==> config.mk <==
export PLATFORM = sky130hd
export DESIGN_NAME = fp_special_top
export DESIGN_NICKNAME = d
export VERILOG_FILES = /design/src/logic/fp_pkg.sv /design/src/logic/fp_special_top.sv /design/src/logic/fp_result.sv /design/src/logic/fp_execute.sv /design/src/logic/fp_decode.sv /design/src/logic/fp_classify.sv
export SDC_FILE = /design/constraint.sdc
export NUM_CORES = 1
export LEC_CHECK = 0
export BUFFER_PORTS_ARGS = -buffer_cell sky130_fd_sc_hd__buf_2
export CAP_MARGIN = 20
export CORE_ASPECT_RATIO = 0.6
export CORE_MARGIN = 2
export CORE_UTILIZATION = 45
export CTS_BUF_LIST = sky130_fd_sc_hd__clkbuf_4 sky130_fd_sc_hd__clkbuf_8 sky130_fd_sc_hd__clkbuf_16
export CTS_CLUSTER_SIZE = 30
export DETAILED_ROUTE_END_ITERATION = 12
export PLACE_DENSITY_LB_ADDON = 0.2
export SLEW_MARGIN = 40
export SYNTH_ARGS = -nofsm -noshare
export SYNTH_HDL_FRONTEND = slang
export SYNTH_SLANG_ARGS = --single-unit
==> constraint.sdc <==
create_clock -name clk -period 4.33 [get_ports clk]
set_clock_uncertainty 0.05 [all_clocks]
set_input_delay 0 -clock clk [delete_from_list [all_inputs] [get_ports clk]]
set_output_delay 0 -clock clk [all_outputs]
set_load 0.01 [all_outputs]
==> src/logic/fp_pkg.sv <==
`default_nettype none

package fp_pkg;

    // number of operand classes, also the width of the class mask
    localparam int NUM_CLASSES = 10;

    // request opcodes
    // codes 6 and 7 are not named and resolve like OP_CLASS
    typedef enum logic [2:0] {
        OP_ADD   = 3'd0,
        OP_SUB   = 3'd1,
        OP_MUL   = 3'd2,
        OP_DIV   = 3'd3,
        OP_SQRT  = 3'd4,
        OP_CLASS = 3'd5
    } fp_op_e;

    // operand classes
    // the encoding doubles as the bit index in the class mask,
    // ordered from the most negative to the most positive value
    typedef enum logic [3:0] {
        // negative side
        CLS_NEG_INF  = 4'd0,
        CLS_NEG_NORM = 4'd1,
        CLS_NEG_SUB  = 4'd2,
        CLS_NEG_ZERO = 4'd3,

        // positive side
        CLS_POS_ZERO = 4'd4,
        CLS_POS_SUB  = 4'd5,
        CLS_POS_NORM = 4'd6,
        CLS_POS_INF  = 4'd7,

        // not-a-number, sign ignored
        CLS_SNAN     = 4'd8,
        CLS_QNAN     = 4'd9
    } fp_class_e;

    // request acceptance states
    // one request in flight at a time, so two states are enough
    typedef enum logic {
        // waiting for i_req to rise
        ST_IDLE      = 1'b0,
        // request taken, waiting for i_req to drop
        ST_WAIT_DROP = 1'b1
    } fp_state_e;

    // a few notes on the word layout used by all stages
    //   sign     bit  EXP_W + MAN_W
    //   exponent bits EXP_W + MAN_W - 1 down to MAN_W
    //   mantissa bits MAN_W - 1 down to 0
    // the top mantissa bit tells quiet from signalling NaN

endpackage

`default_nettype wire
==> src/logic/fp_special_top.sv <==
`timescale 1ns/1ps
`default_nettype none

module fp_special_top
    import fp_pkg::*;
#(
    parameter int EXP_W = 8,
    parameter int MAN_W = 23
) (
    input  wire logic                 clk,
    input  wire logic                 i_reset,
    input  wire logic                 i_req,
    input  wire fp_op_e               i_op,
    input  wire logic [EXP_W+MAN_W:0] i_a,
    input  wire logic [EXP_W+MAN_W:0] i_b,
    output logic                      o_ack,
    output logic      [EXP_W+MAN_W:0] o_result,
    output logic                      o_nv,
    output logic                      o_dz,
    output logic                      o_general
);

    // decode to execute
    logic                 dec_valid;
    fp_op_e               dec_op;
    logic [EXP_W+MAN_W:0] dec_a;
    logic [EXP_W+MAN_W:0] dec_b;
    fp_class_e            dec_cls_a;
    fp_class_e            dec_cls_b;

    // execute to result
    logic                 exe_valid;
    logic [EXP_W+MAN_W:0] exe_result;
    logic                 exe_nv;
    logic                 exe_dz;
    logic                 exe_general;

    fp_decode #(.EXP_W(EXP_W), .MAN_W(MAN_W)) decode_i (
        .clk      (clk),
        .i_reset  (i_reset),
        .i_req    (i_req),
        .i_op     (i_op),
        .i_a      (i_a),
        .i_b      (i_b),
        .o_valid  (dec_valid),
        .o_op     (dec_op),
        .o_a      (dec_a),
        .o_b      (dec_b),
        .o_cls_a  (dec_cls_a),
        .o_cls_b  (dec_cls_b)
    );

    fp_execute #(.EXP_W(EXP_W), .MAN_W(MAN_W)) execute_i (
        .clk       (clk),
        .i_reset   (i_reset),
        .i_valid   (dec_valid),
        .i_op      (dec_op),
        .i_a       (dec_a),
        .i_b       (dec_b),
        .i_cls_a   (dec_cls_a),
        .i_cls_b   (dec_cls_b),
        .o_valid   (exe_valid),
        .o_result  (exe_result),
        .o_nv      (exe_nv),
        .o_dz      (exe_dz),
        .o_general (exe_general)
    );

    fp_result #(.EXP_W(EXP_W), .MAN_W(MAN_W)) result_i (
        .clk       (clk),
        .i_reset   (i_reset),
        .i_req     (i_req),
        .i_valid   (exe_valid),
        .i_result  (exe_result),
        .i_nv      (exe_nv),
        .i_dz      (exe_dz),
        .i_general (exe_general),
        .o_ack     (o_ack),
        .o_result  (o_result),
        .o_nv      (o_nv),
        .o_dz      (o_dz),
        .o_general (o_general)
    );

endmodule

`default_nettype wire

==> src/logic/fp_result.sv <==
`timescale 1ns/1ps
`default_nettype none

module fp_result #(
    parameter int EXP_W = 8,
    parameter int MAN_W = 23
) (
    input  wire logic                 clk,
    input  wire logic                 i_reset,
    input  wire logic                 i_req,
    input  wire logic                 i_valid,
    input  wire logic [EXP_W+MAN_W:0] i_result,
    input  wire logic                 i_nv,
    input  wire logic                 i_dz,
    input  wire logic                 i_general,
    output logic                      o_ack,
    output logic      [EXP_W+MAN_W:0] o_result,
    output logic                      o_nv,
    output logic                      o_dz,
    output logic                      o_general
);

    // acknowledge side of the four-phase handshake
    // the requester keeps i_req high until it sees o_ack,
    // so i_valid and a low i_req never meet on the same edge
    always_ff @(posedge clk) begin
        if (i_reset) begin
            o_ack <= 1'b0;
        end else if (i_valid) begin
            o_ack <= 1'b1;
        end else if (!i_req) begin
            // requester has seen the ack and let go
            o_ack <= 1'b0;
        end
    end

    // outcome held until the next request completes,
    // so it stays readable after o_ack falls
    always_ff @(posedge clk) begin
        if (i_valid) begin
            o_result  <= i_result;
            o_nv      <= i_nv;
            o_dz      <= i_dz;
            o_general <= i_general;
        end
    end

endmodule

`default_nettype wire

==> src/logic/fp_execute.sv <==
`timescale 1ns/1ps
`default_nettype none

module fp_execute
    import fp_pkg::*;
#(
    parameter int EXP_W = 8,
    parameter int MAN_W = 23
) (
    input  wire logic                 clk,
    input  wire logic                 i_reset,
    input  wire logic                 i_valid,
    input  wire fp_op_e               i_op,
    input  wire logic [EXP_W+MAN_W:0] i_a,
    input  wire logic [EXP_W+MAN_W:0] i_b,
    input  wire fp_class_e            i_cls_a,
    input  wire fp_class_e            i_cls_b,
    output logic                      o_valid,
    output logic      [EXP_W+MAN_W:0] o_result,
    output logic                      o_nv,
    output logic                      o_dz,
    output logic                      o_general
);

    localparam int WORD_W = 1 + EXP_W + MAN_W;

    // canonical quiet NaN: positive, quiet bit only
    localparam logic [WORD_W-1:0] QNAN = {1'b0, {EXP_W{1'b1}}, 1'b1, {(MAN_W-1){1'b0}}};

    function automatic logic [WORD_W-1:0] inf_word(input logic sign);
        return {sign, {EXP_W{1'b1}}, {MAN_W{1'b0}}};
    endfunction

    function automatic logic [WORD_W-1:0] zero_word(input logic sign);
        return {sign, {(EXP_W+MAN_W){1'b0}}};
    endfunction

    // operand properties from the decoded classes
    logic a_nan, a_snan, a_inf, a_zero;
    logic b_nan, b_snan, b_inf, b_zero;
    logic a_sign, b_eff_sign, prod_sign;
    logic [WORD_W-1:0] b_eff;
    logic [NUM_CLASSES-1:0] cls_mask;

    logic [WORD_W-1:0] res_c;
    logic              nv_c;
    logic              dz_c;
    logic              gen_c;

    assign a_snan = (i_cls_a == CLS_SNAN);
    assign a_nan  = a_snan || (i_cls_a == CLS_QNAN);
    assign a_inf  = (i_cls_a == CLS_NEG_INF) || (i_cls_a == CLS_POS_INF);
    assign a_zero = (i_cls_a == CLS_NEG_ZERO) || (i_cls_a == CLS_POS_ZERO);
    assign b_snan = (i_cls_b == CLS_SNAN);
    assign b_nan  = b_snan || (i_cls_b == CLS_QNAN);
    assign b_inf  = (i_cls_b == CLS_NEG_INF) || (i_cls_b == CLS_POS_INF);
    assign b_zero = (i_cls_b == CLS_NEG_ZERO) || (i_cls_b == CLS_POS_ZERO);

    // subtract is an add with b negated
    assign a_sign     = i_a[WORD_W-1];
    assign b_eff_sign = i_b[WORD_W-1] ^ (i_op == OP_SUB);
    assign b_eff      = {b_eff_sign, i_b[WORD_W-2:0]};
    assign prod_sign  = a_sign ^ i_b[WORD_W-1];

    assign cls_mask = NUM_CLASSES'(1) << i_cls_a;

    always_comb begin
        res_c = '0;
        nv_c  = 1'b0;
        dz_c  = 1'b0;
        gen_c = 1'b0;
        case (i_op)
            OP_ADD, OP_SUB: begin
                if (a_nan || b_nan) begin
                    res_c = QNAN;
                    nv_c  = a_snan || b_snan;
                end else if (a_inf && b_inf && (a_sign != b_eff_sign)) begin
                    // inf - inf
                    res_c = QNAN;
                    nv_c  = 1'b1;
                end else if (a_inf) begin
                    res_c = i_a;
                end else if (b_inf) begin
                    res_c = b_eff;
                end else if (a_zero && b_zero) begin
                    // round to nearest: -0 only when both are -0
                    res_c = zero_word(a_sign && b_eff_sign);
                end else if (a_zero) begin
                    res_c = b_eff;
                end else if (b_zero) begin
                    res_c = i_a;
                end else begin
                    gen_c = 1'b1;
                end
            end
            OP_MUL: begin
                if (a_nan || b_nan) begin
                    res_c = QNAN;
                    nv_c  = a_snan || b_snan;
                end else if ((a_zero && b_inf) || (a_inf && b_zero)) begin
                    res_c = QNAN;
                    nv_c  = 1'b1;
                end else if (a_inf || b_inf) begin
                    res_c = inf_word(prod_sign);
                end else if (a_zero || b_zero) begin
                    res_c = zero_word(prod_sign);
                end else begin
                    gen_c = 1'b1;
                end
            end
            OP_DIV: begin
                if (a_nan || b_nan) begin
                    res_c = QNAN;
                    nv_c  = a_snan || b_snan;
                end else if ((a_zero && b_zero) || (a_inf && b_inf)) begin
                    res_c = QNAN;
                    nv_c  = 1'b1;
                end else if (b_zero) begin
                    // a is nonzero here, finite or infinite
                    res_c = inf_word(prod_sign);
                    dz_c  = 1'b1;
                end else if (a_inf) begin
                    res_c = inf_word(prod_sign);
                end else if (a_zero || b_inf) begin
                    res_c = zero_word(prod_sign);
                end else begin
                    gen_c = 1'b1;
                end
            end
            OP_SQRT: begin
                if (a_nan) begin
                    res_c = QNAN;
                    nv_c  = a_snan;
                end else if (a_sign && !a_zero) begin
                    // negative operand, -inf included
                    res_c = QNAN;
                    nv_c  = 1'b1;
                end else if (a_zero || a_inf) begin
                    res_c = i_a;
                end else begin
                    gen_c = 1'b1;
                end
            end
            default: begin
                // class query and spare codes
                res_c = {{(WORD_W-NUM_CLASSES){1'b0}}, cls_mask};
            end
        endcase
    end

    always_ff @(posedge clk) begin
        if (i_reset) begin
            o_valid <= 1'b0;
        end else begin
            o_valid <= i_valid;
        end
    end

    always_ff @(posedge clk) begin
        if (i_valid) begin
            o_result  <= res_c;
            o_nv      <= nv_c;
            o_dz      <= dz_c;
            o_general <= gen_c;
        end
    end

endmodule

`default_nettype wire

==> src/logic/fp_decode.sv <==
`timescale 1ns/1ps
`default_nettype none

module fp_decode
    import fp_pkg::*;
#(
    parameter int EXP_W = 8,
    parameter int MAN_W = 23
) (
    input  wire logic                 clk,
    input  wire logic                 i_reset,
    input  wire logic                 i_req,
    input  wire fp_op_e               i_op,
    input  wire logic [EXP_W+MAN_W:0] i_a,
    input  wire logic [EXP_W+MAN_W:0] i_b,
    output logic                      o_valid,
    output fp_op_e                    o_op,
    output logic      [EXP_W+MAN_W:0] o_a,
    output logic      [EXP_W+MAN_W:0] o_b,
    output fp_class_e                 o_cls_a,
    output fp_class_e                 o_cls_b
);

    fp_state_e state;
    fp_class_e cls_a;
    fp_class_e cls_b;
    logic      accept;

    // classify straight off the request inputs, held stable by the requester
    fp_classify #(.EXP_W(EXP_W), .MAN_W(MAN_W)) cls_a_i (
        .i_value (i_a),
        .o_cls   (cls_a)
    );

    fp_classify #(.EXP_W(EXP_W), .MAN_W(MAN_W)) cls_b_i (
        .i_value (i_b),
        .o_cls   (cls_b)
    );

    assign accept = (state == ST_IDLE) && i_req;

    // handshake FSM
    always_ff @(posedge clk) begin
        if (i_reset) begin
            state   <= ST_IDLE;
            o_valid <= 1'b0;
        end else begin
            o_valid <= accept;
            case (state)
                ST_IDLE: begin
                    if (i_req) begin
                        state <= ST_WAIT_DROP;
                    end
                end
                ST_WAIT_DROP: begin
                    // hold off until the requester lets go
                    if (!i_req) begin
                        state <= ST_IDLE;
                    end
                end
                default: state <= ST_IDLE;
            endcase
        end
    end

    // request capture
    always_ff @(posedge clk) begin
        if (accept) begin
            o_op    <= i_op;
            o_a     <= i_a;
            o_b     <= i_b;
            o_cls_a <= cls_a;
            o_cls_b <= cls_b;
        end
    end

endmodule

`default_nettype wire

==> src/logic/fp_classify.sv <==
`timescale 1ns/1ps
`default_nettype none

module fp_classify
    import fp_pkg::*;
#(
    parameter int EXP_W = 8,
    parameter int MAN_W = 23
) (
    input  wire logic [EXP_W+MAN_W:0] i_value,
    output fp_class_e                 o_cls
);

    localparam int WORD_W = 1 + EXP_W + MAN_W;

    // field split
    logic             sign;
    logic [EXP_W-1:0] exp_f;
    logic [MAN_W-1:0] man_f;

    // field tests
    logic exp_ones;
    logic exp_zero;
    logic man_zero;
    logic man_top;

    assign sign  = i_value[WORD_W-1];
    assign exp_f = i_value[WORD_W-2:MAN_W];
    assign man_f = i_value[MAN_W-1:0];

    assign exp_ones = &exp_f;
    assign exp_zero = ~|exp_f;
    assign man_zero = ~|man_f;
    // quiet bit of a NaN
    assign man_top  = man_f[MAN_W-1];

    always_comb begin
        if (exp_ones) begin
            // special exponent: infinity or NaN
            if (man_zero) begin
                if (sign) begin
                    o_cls = CLS_NEG_INF;
                end else begin
                    o_cls = CLS_POS_INF;
                end
            end else if (man_top) begin
                o_cls = CLS_QNAN;
            end else begin
                o_cls = CLS_SNAN;
            end
        end else if (exp_zero) begin
            // zero exponent: zero or subnormal
            if (man_zero) begin
                if (sign) begin
                    o_cls = CLS_NEG_ZERO;
                end else begin
                    o_cls = CLS_POS_ZERO;
                end
            end else begin
                if (sign) begin
                    o_cls = CLS_NEG_SUB;
                end else begin
                    o_cls = CLS_POS_SUB;
                end
            end
        end else begin
            // anything in between is normal
            if (sign) begin
                o_cls = CLS_NEG_NORM;
            end else begin
                o_cls = CLS_POS_NORM;
            end
        end
    end

endmodule

`default_nettype wire

==> results of run 1 <==
path summary, 6_finish.rpt:
check	slack, ns	cells past startpoint	from	to
worst min register to register	0.37	0	execute_i.o_result[26]$_DFFE_PP_	result_i.o_result[26]$_DFFE_PP_
worst max-delay path	1.40	7	decode_i.o_op[1]$_DFFE_PP_	execute_i.o_result[20]$_DFFE_PP_
worst max register to register	1.40	7	decode_i.o_op[1]$_DFFE_PP_	execute_i.o_result[20]$_DFFE_PP_
worst min-delay path	0.25	2	i_b[7]	decode_i.o_b[7]$_DFFE_PP_
power by group through the flow:
| stage | clock (mW) | combinational [mW] | sequential (mW) |
|---|---|---|---|
| finish | 1.30 | 0.278 | 1.69 |
| global route | 1.39 | 0.301 | 1.69 |
| CTS | 1.32 | 0.271 | 1.69 |
| detailed placement | 0 | 0.222 | 1.72 |
| global placement | 0 | 0.219 | 1.71 |
| floorplan | 0 | 0.121 | 1.71 |
through the flow:
stage	hold slack (ns)	std cells	setup WS, ns	power, mW	util, %
2_1_floorplan	0.02161	402	0.1587	1.835	-
3_5_place_dp	0.1342	668	1.311	1.938	52.22
3_3_place_gp	0.1408	668	1.347	1.933	52.14
4_1_cts	0.2348	769	1.275	3.278	61.58
6_report	0.2527	770	1.401	3.262	61.71
5_1_grt	0.2492	770	1.244	3.382	61.71
cells by family after synthesis:
kind of cell	count (synthesis)	synth area share (%)
DFF	149	73.01
and+or+nand+nor	114	9.930
AOI/OAI and AO/OA	107	13.54
buffers and inverters	22	1.669
adders and majority gates	5	1.030
muxes	3	0.5356
xor gates and xnor gates	2	0.2885
cell usage in the layout, fill, tap and decap left out, drive strengths merged, types with 12 or more instances in the layout:
cell type	netlist	final
clkbuf	7	19
a22o	12	12
nor4	17	17
dlygate4sd3	0	69
buf	7	111
a21oi	15	15
edfxtp	145	145
nand2	27	27
a22oi	18	18
nor2	25	25
o21ai	14	14
critical path, cell delays in order (launching register included):
cell,delay (ns)
sky130_fd_sc_hd__edfxtp_1,0.53
sky130_fd_sc_hd__nor3b_1,0.29
sky130_fd_sc_hd__xor2_1,0.27
sky130_fd_sc_hd__ha_1,0.32
sky130_fd_sc_hd__a311o_2,0.46
sky130_fd_sc_hd__nor4b_4,0.47
sky130_fd_sc_hd__buf_4,0.25
sky130_fd_sc_hd__a22o_2,0.15
sequential cells by signal, summed over array words and instances (netlist names), 3 cells and up:
register            cells
decode_i.o_a           32
decode_i.o_b           32
execute_i.o_result     32
result_i.o_result      32
decode_i.o_cls_a        4
decode_i.o_cls_b        4
decode_i.o_op           3
layout make-up:
type,instances,area (sq um)
inverter,8,30.03
tap,170,212.7
timing repair buffer,180,1265
fill,990,4982
multi-input combinational,231,1562
clock inverter,13,86.33
sequential,149,4434
clock buffer,19,440.4
routing by layer:
layer / vias up / track usage (%) / share of wire (%)
met5: - / 0 / 0
met4: 0 / 4.673 / 0.86
met3: 18 / 7.149 / 8.9
met2: 224 / 30.68 / 42
met1: 2079 / 32.54 / 48
li1: 1999 / - / -
==> load_flow_metrics.sql, run 1 <==
INSERT INTO impl_metrics (metric_group, metric, value, unit) VALUES
('synth', 'asyncSetResetFlopFracSynth', '0', '%'),
('cts', 'clkTransAtPathRegs', '0.06', 'ns'),
('cells_and_area', 'insertedDiodeCount', '0', ''),
('power_and_ir_drop', 'cellLeakagePower', '2.945', 'nW'),
('synth', 'netlist_top_cells_area', 'sky130_fd_sc_hd__edfxtp_1, sky130_fd_sc_hd__a22oi_1, sky130_fd_sc_hd__nor4_1', ''),
('cts', 'cts.sinks', '149', ''),
('cts', 'postCtsSetupRepairBufs', '0', ''),
('power_and_ir_drop', 'power_density', '406.3', 'mW/mm^2'),
('cts', 'tritoncts_clock_tree', 'yes', ''),
('placement', 'portBuffers', '105', ''),
('synth', 'yosysTopAreaCellShare', '71.69', '%'),
('critical_path', 'cp.arrival', '3.16', 'ns'),
('global_route', 'first_global_vias', '4081', ''),
('cells_and_area', 'nNetsFinal', '662', ''),
('synth', 'synth.avg_cell_area', '15.11', 'sq um'),
('synth', 'postSynthCellCount', '402', ''),
('timing', 'setup-tns-final', '0', 'ns'),
('synth', 'postSynthRegisterBits', '149', ''),
('power_and_ir_drop', 'combPwrFrac', '8.5', '%'),
('floorplanning', 'core-area', '0.01301', 'sq mm'),
('cts', 'tritoncts.num_buffers', '17', ''),
('synth', 'ys_seq_area_share', '73.01', '%'),
('timing', 'setup_repair_after_global_routing_missed_its_margin', 'no', ''),
('timing', 'maxClockFrequency', '341.5', 'MHz'),
('cts', 'cts_hold_buffers', '69', ''),
('placement', 'dpl-instance-area', '0.006795', 'sq mm'),
('detailed_routing', 'postRouteAntennaNets', '0', ''),
('detailed_routing', 'avgViaCountPerCell', '5.610', ''),
('synth', 'synth_nets', '477', ''),
('cts', 'cts_repair_resize_count', '0', ''),
('run', 'maxCapViolations', '0', ''),
('critical_path', 'worstPathRequired', '4.56', 'ns'),
('synth', 'synth_top_cell_by_area', 'sky130_fd_sc_hd__edfxtp_1', ''),
('cells_and_area', 'area_growth_syn_to_layout', '32.22', '%'),
('floorplanning', 'floorplan.die_area', '0.01447', 'sq mm'),
('timing', 'period_share', '67.63', '%'),
('power_and_ir_drop', 'worst_ir_drop_vdd', '0.2759', 'mV'),
('synth', 'synth_common_cells', 'sky130_fd_sc_hd__edfxtp_1, sky130_fd_sc_hd__nand2_1, sky130_fd_sc_hd__nor2_1', ''),
('critical_path', 'critical_path.startpoint_type', 'flop', ''),
('detailed_routing', 'detail_route.drc_violations', '0', ''),
('cts', 'clock_root_buffer_master', 'sky130_fd_sc_hd__clkbuf_16', ''),
('status', 'run_status', 'finished clean', ''),
('critical_path', 'worst-path-max-fanout', '13', ''),
('critical_path', 'crit_path_end_kind', 'flop', ''),
('power_and_ir_drop', 'cellInternalPower', '2.517', 'mW'),
('cts', 'worstSkewPairLatency', '0.41', 'ns'),
('synth', 'synth_edf_count', '145', ''),
('floorplanning', 'die_w', '154.0', 'um'),
('detailed_routing', 'detail_route.wirelength', '15.00', 'mm'),
('global_route', 'grt_max_degree', '77', ''),
('floorplanning', 'floorplan.initialDensity', '46.67', '%'),
('power_and_ir_drop', 'clock_power_share', '39.8', '%'),
('synth', 'total_of_warnings_raised_by_yosys', '0', ''),
('placement', 'dp_hpwl', '10.27', 'mm'),
('synth', 'mappedNetlistArea', '0.006073', 'sq mm'),
('detailed_routing', 'drt_first_pass_iters', '5', ''),
('worst_hold_path', 'timing.hold.worst.class', 'input pin to flop', ''),
('global_route', 'antenna_found_initial', '0', ''),
('global_route', 'grt-ovfl-total', '0', ''),
('power_and_ir_drop', 'netSwitchingFraction', '22.84', '%'),
('detailed_routing', 'route.vias.total', '4320', ''),
('timing', 'timing.final.setup_violations', '0', ''),
('global_route', 'grt_pass1_wl', '22.87', 'mm'),
('floorplanning', 'rows', '32', ''),
('power_and_ir_drop', 'power_frac_seq', '51.7', '%'),
('synth', 'post-synth-top-count-cell', 'sky130_fd_sc_hd__edfxtp_1', ''),
('detailed_routing', 'drt_first_iter_violations', '470', ''),
('cts', 'cts-htree-levels', '4', ''),
('cells_and_area', 'post-route-cell-area', '0.008030', 'sq mm'),
('timing', 'worst_max_slew_margin_expressed_relative_to_the_limit', '44.09', '%'),
('power_and_ir_drop', 'netSwitchingPower', '0.7452', 'mW');
(Power assumes the default switching activity.)
==> inputs of run 2 (changes only) <==
Clock period 4.33 ns to 2.8 ns, I/O delays scaled along.
==> run 2 against run 1 <==
  * Sequential share of layout area down 1.3 points
  * Critical path depth grew 1
  * Final cell count increased by 2.5%
  * Via count is 0.21% lower
  * Critical endpoint is now execute_i.o_result[12]$_DFFE_PP_
==> load_flow_metrics.sql, run 2 (synthesis gave the netlist of run 1 again) <==
INSERT INTO impl_metrics (metric_group, metric, value, unit) VALUES
('status', 'run_status', 'finished clean', ''),
('timing', 'layout_min_cycle_time', '2.577', 'ns'),
('cells_and_area', 'nNetsFinal', '680', ''),
('cts', 'tritoncts.num_buffers', '17', ''),
('critical_path', 'crit_type', 'flop to flop', ''),
('detailed_routing', 'detail_route.drc_violations', '0', ''),
('placement', 'dpl-instance-area', '0.006949', 'sq mm'),
('timing', 'finalWorstSetupSlack', '0.2232', 'ns'),
('power_and_ir_drop', 'power_density', '634.2', 'mW/mm^2'),
('detailed_routing', 'postRouteAntennaNets', '0', ''),
('critical_path', 'worst-path-max-fanout', '12', ''),
('floorplanning', 'fp.dieH', '93.99', 'um'),
('detailed_routing', 'wl_per_cell', '18.63', 'um'),
('cells_and_area', 'drive_above_1_share', '30.74', '%'),
('timing', 'slew_violations', '0', ''),
('floorplanning', 'die_w', '154.0', 'um'),
('placement', 'portBuffers', '105', ''),
('cts', 'cts-htree-levels', '4', ''),
('power_and_ir_drop', 'cellLeakagePower', '3.055', 'nW'),
('detailed_routing', 'drt_first_iter_violations', '406', ''),
('cells_and_area', 'most_frequent_cells_in_the_layout', 'sky130_fd_sc_hd__edfxtp_1, sky130_fd_sc_hd__buf_2, sky130_fd_sc_hd__dlygate4sd3_1', ''),
('detailed_routing', 'drt_first_pass_iters', '5', ''),
('placement', 'place_congestion', '0.9270', ''),
('critical_path', 'worstPathRequired', '3.02', 'ns'),
('worst_hold_path', 'timing.hold.worst.class', 'input pin to flop', ''),
('global_route', 'globalRoute.busiestLayer', 'met1', ''),
('timing', 'period_share', '92.03', '%'),
('detailed_routing', 'avgViaCountPerCell', '5.464', ''),
('cts', 'tritoncts_clock_tree', 'yes', ''),
('floorplanning', 'floorplan.initialDensity', '46.67', '%'),
('timing', 'worst_slew_pin_slew', '0.7796', 'ns'),
('global_route', 'grtUsageMet3', '5.351', '%'),
('cts', 'cts_hold_buffers', '70', ''),
('floorplanning', 'core-area', '0.01301', 'sq mm'),
('worst_hold_path', 'holdPathEnd', 'decode_i.o_op[0]$_DFFE_PP_', ''),
('global_route', 'grt.met1_usage', '32.92', '%'),
('cells_and_area', 'post-route-cell-area', '0.008217', 'sq mm'),
('cts', 'clkTransAtPathRegs', '0.06', 'ns'),
('critical_path', 'cp.arrival', '2.80', 'ns'),
('timing', 'worst_max_slew_margin_expressed_relative_to_the_limit', '47.91', '%'),
('critical_path', 'critical_path.startpoint_type', 'flop', ''),
('cells_and_area', 'layout.cells.most_common', 'sky130_fd_sc_hd__edfxtp_1', ''),
('detailed_routing', 'detail_route.wirelength', '14.70', 'mm'),
('global_route', 'antenna_found_initial', '0', ''),
('cts', 'worstSkewPairLatency', '0.40', 'ns'),
('cts', 'postCtsSetupRepairBufs', '0', ''),
('placement', 'dp_hpwl', '10.43', 'mm'),
('power_and_ir_drop', 'worst_ir_drop_vdd', '0.3944', 'mV'),
('global_route', 'grtUsageMet2', '30.53', '%'),
('timing', 'setup-tns-final', '0', 'ns'),
('cts', 'clock_root_buffer_master', 'sky130_fd_sc_hd__clkbuf_16', ''),
('critical_path', 'critical_path.reg2reg.startpoint', 'decode_i.o_op[1]$_DFFE_PP_', ''),
('critical_path', 'r2r_setup_slack', '0.22', 'ns'),
('timing', 'timing.final.setup_violations', '0', ''),
('timing', 'setup_repair_after_global_routing_missed_its_margin', 'no', ''),
('worst_hold_path', 'count_of_cells_along_the_worst_hold_path', '2', ''),
('timing', 'finalHoldViolCount', '0', ''),
('critical_path', 'worst-r2r-cell-count', '8', ''),
('run', 'maxCapViolations', '0', ''),
('critical_path', 'worstReg2RegEnd', 'execute_i.o_result[12]$_DFFE_PP_', ''),
('global_route', 'grt-ovfl-total', '0', ''),
('timing', 'maxClockFrequency', '388.1', 'MHz'),
('detailed_routing', 'route.vias.total', '4311', ''),
('cells_and_area', 'area_growth_syn_to_layout', '35.29', '%'),
('power_and_ir_drop', 'report.power.total', '5.211', 'mW'),
('global_route', 'track_usage', '21.32', '%'),
('global_route', 'first_global_vias', '4050', ''),
('placement', 'placement.setup.worst_slack', '0.2776', 'ns'),
('global_route', 'grt_max_degree', '37', ''),
('global_route', 'grt_pass1_wl', '22.69', 'mm'),
('worst_hold_path', 'hp-start', 'i_op[0]', ''),
('floorplanning', 'floorplan.die_area', '0.01447', 'sq mm'),
('floorplanning', 'rows', '32', ''),
('cells_and_area', 'postLayoutCoreUtil', '63.14', '%'),
('cts', 'cts_repair_resize_count', '0', ''),
('critical_path', 'crit_path_end_kind', 'flop', ''),
('floorplanning', 'io_pins', '106', ''),
('cts', 'ctsLongestPathBuffers', '2', ''),
('cts', 'cts.sinks', '149', '');
## run 2: worst max-delay path, cell delays in order (launching register included)
cell	delay, ns
sky130_fd_sc_hd__edfxtp_1	0.39
sky130_fd_sc_hd__nor3b_1	0.28
sky130_fd_sc_hd__xor2_1	0.22
sky130_fd_sc_hd__ha_1	0.32
sky130_fd_sc_hd__a311o_2	0.36
sky130_fd_sc_hd__buf_4	0.20
sky130_fd_sc_hd__nor4b_4	0.21
sky130_fd_sc_hd__buf_4	0.24
sky130_fd_sc_hd__a22o_2	0.16
## run 2: how the worst max path moves through the flow
| stage | from | slack [ns] | to |
|---|---|---|---|
| 2_1_floorplan | decode_i.state$_SDFF_PP0_ | 0.06 | decode_i.o_a[0]$_DFFE_PP_ |
| 3_3_place_gp | decode_i.o_op[1]$_DFFE_PP_ | -0.03 | execute_i.o_result[19]$_DFFE_PP_ |
| 3_5_place_dp | decode_i.o_op[1]$_DFFE_PP_ | 0.28 | execute_i.o_result[18]$_DFFE_PP_ |
| 4_1_cts | decode_i.o_op[1]$_DFFE_PP_ | 0.26 | execute_i.o_result[18]$_DFFE_PP_ |
| 5_1_grt | decode_i.o_op[1]$_DFFE_PP_ | 0.09 | execute_i.o_result[16]$_DFFE_PP_ |
| 6_report | decode_i.o_op[1]$_DFFE_PP_ | 0.22 | execute_i.o_result[12]$_DFFE_PP_ |
## run 2: layout make-up
type                       count  area (sq um)
timing repair buffer         198          1424
clock buffer                  19         440.4
sequential                   149          4434
multi-input combinational    231          1549
clock inverter                13         123.9
fill                         961          4796
antenna                        1         2.502
inverter                       8         30.03
tap                          170         212.7
## run 2: layer usage
metal | wire length, um | part of all wire (%)
met5 | 0 | 0
met3 | 1178 | 8.0
met2 | 6230 | 42
met4 | 108 | 0.73
met1 | 7183 | 49
## run 2: through the flow
stage | std cells | hold slack, ns
floorplan | 402 | 0.02161
global placement | 686 | 0.1328
detailed placement | 686 | 0.1392
CTS | 788 | 0.2473
global route | 788 | 0.2472
finish | 789 | 0.2654
## run 2: power by group
group | leakage [nW] | switching [mW] | internal, mW
clock | 0.267 | 0.893 | 1.26
combinational | 1.34 | 0.250 | 0.214
sequential | 1.45 | 0.0422 | 2.56
total | 3.05 | 1.19 | 4.03
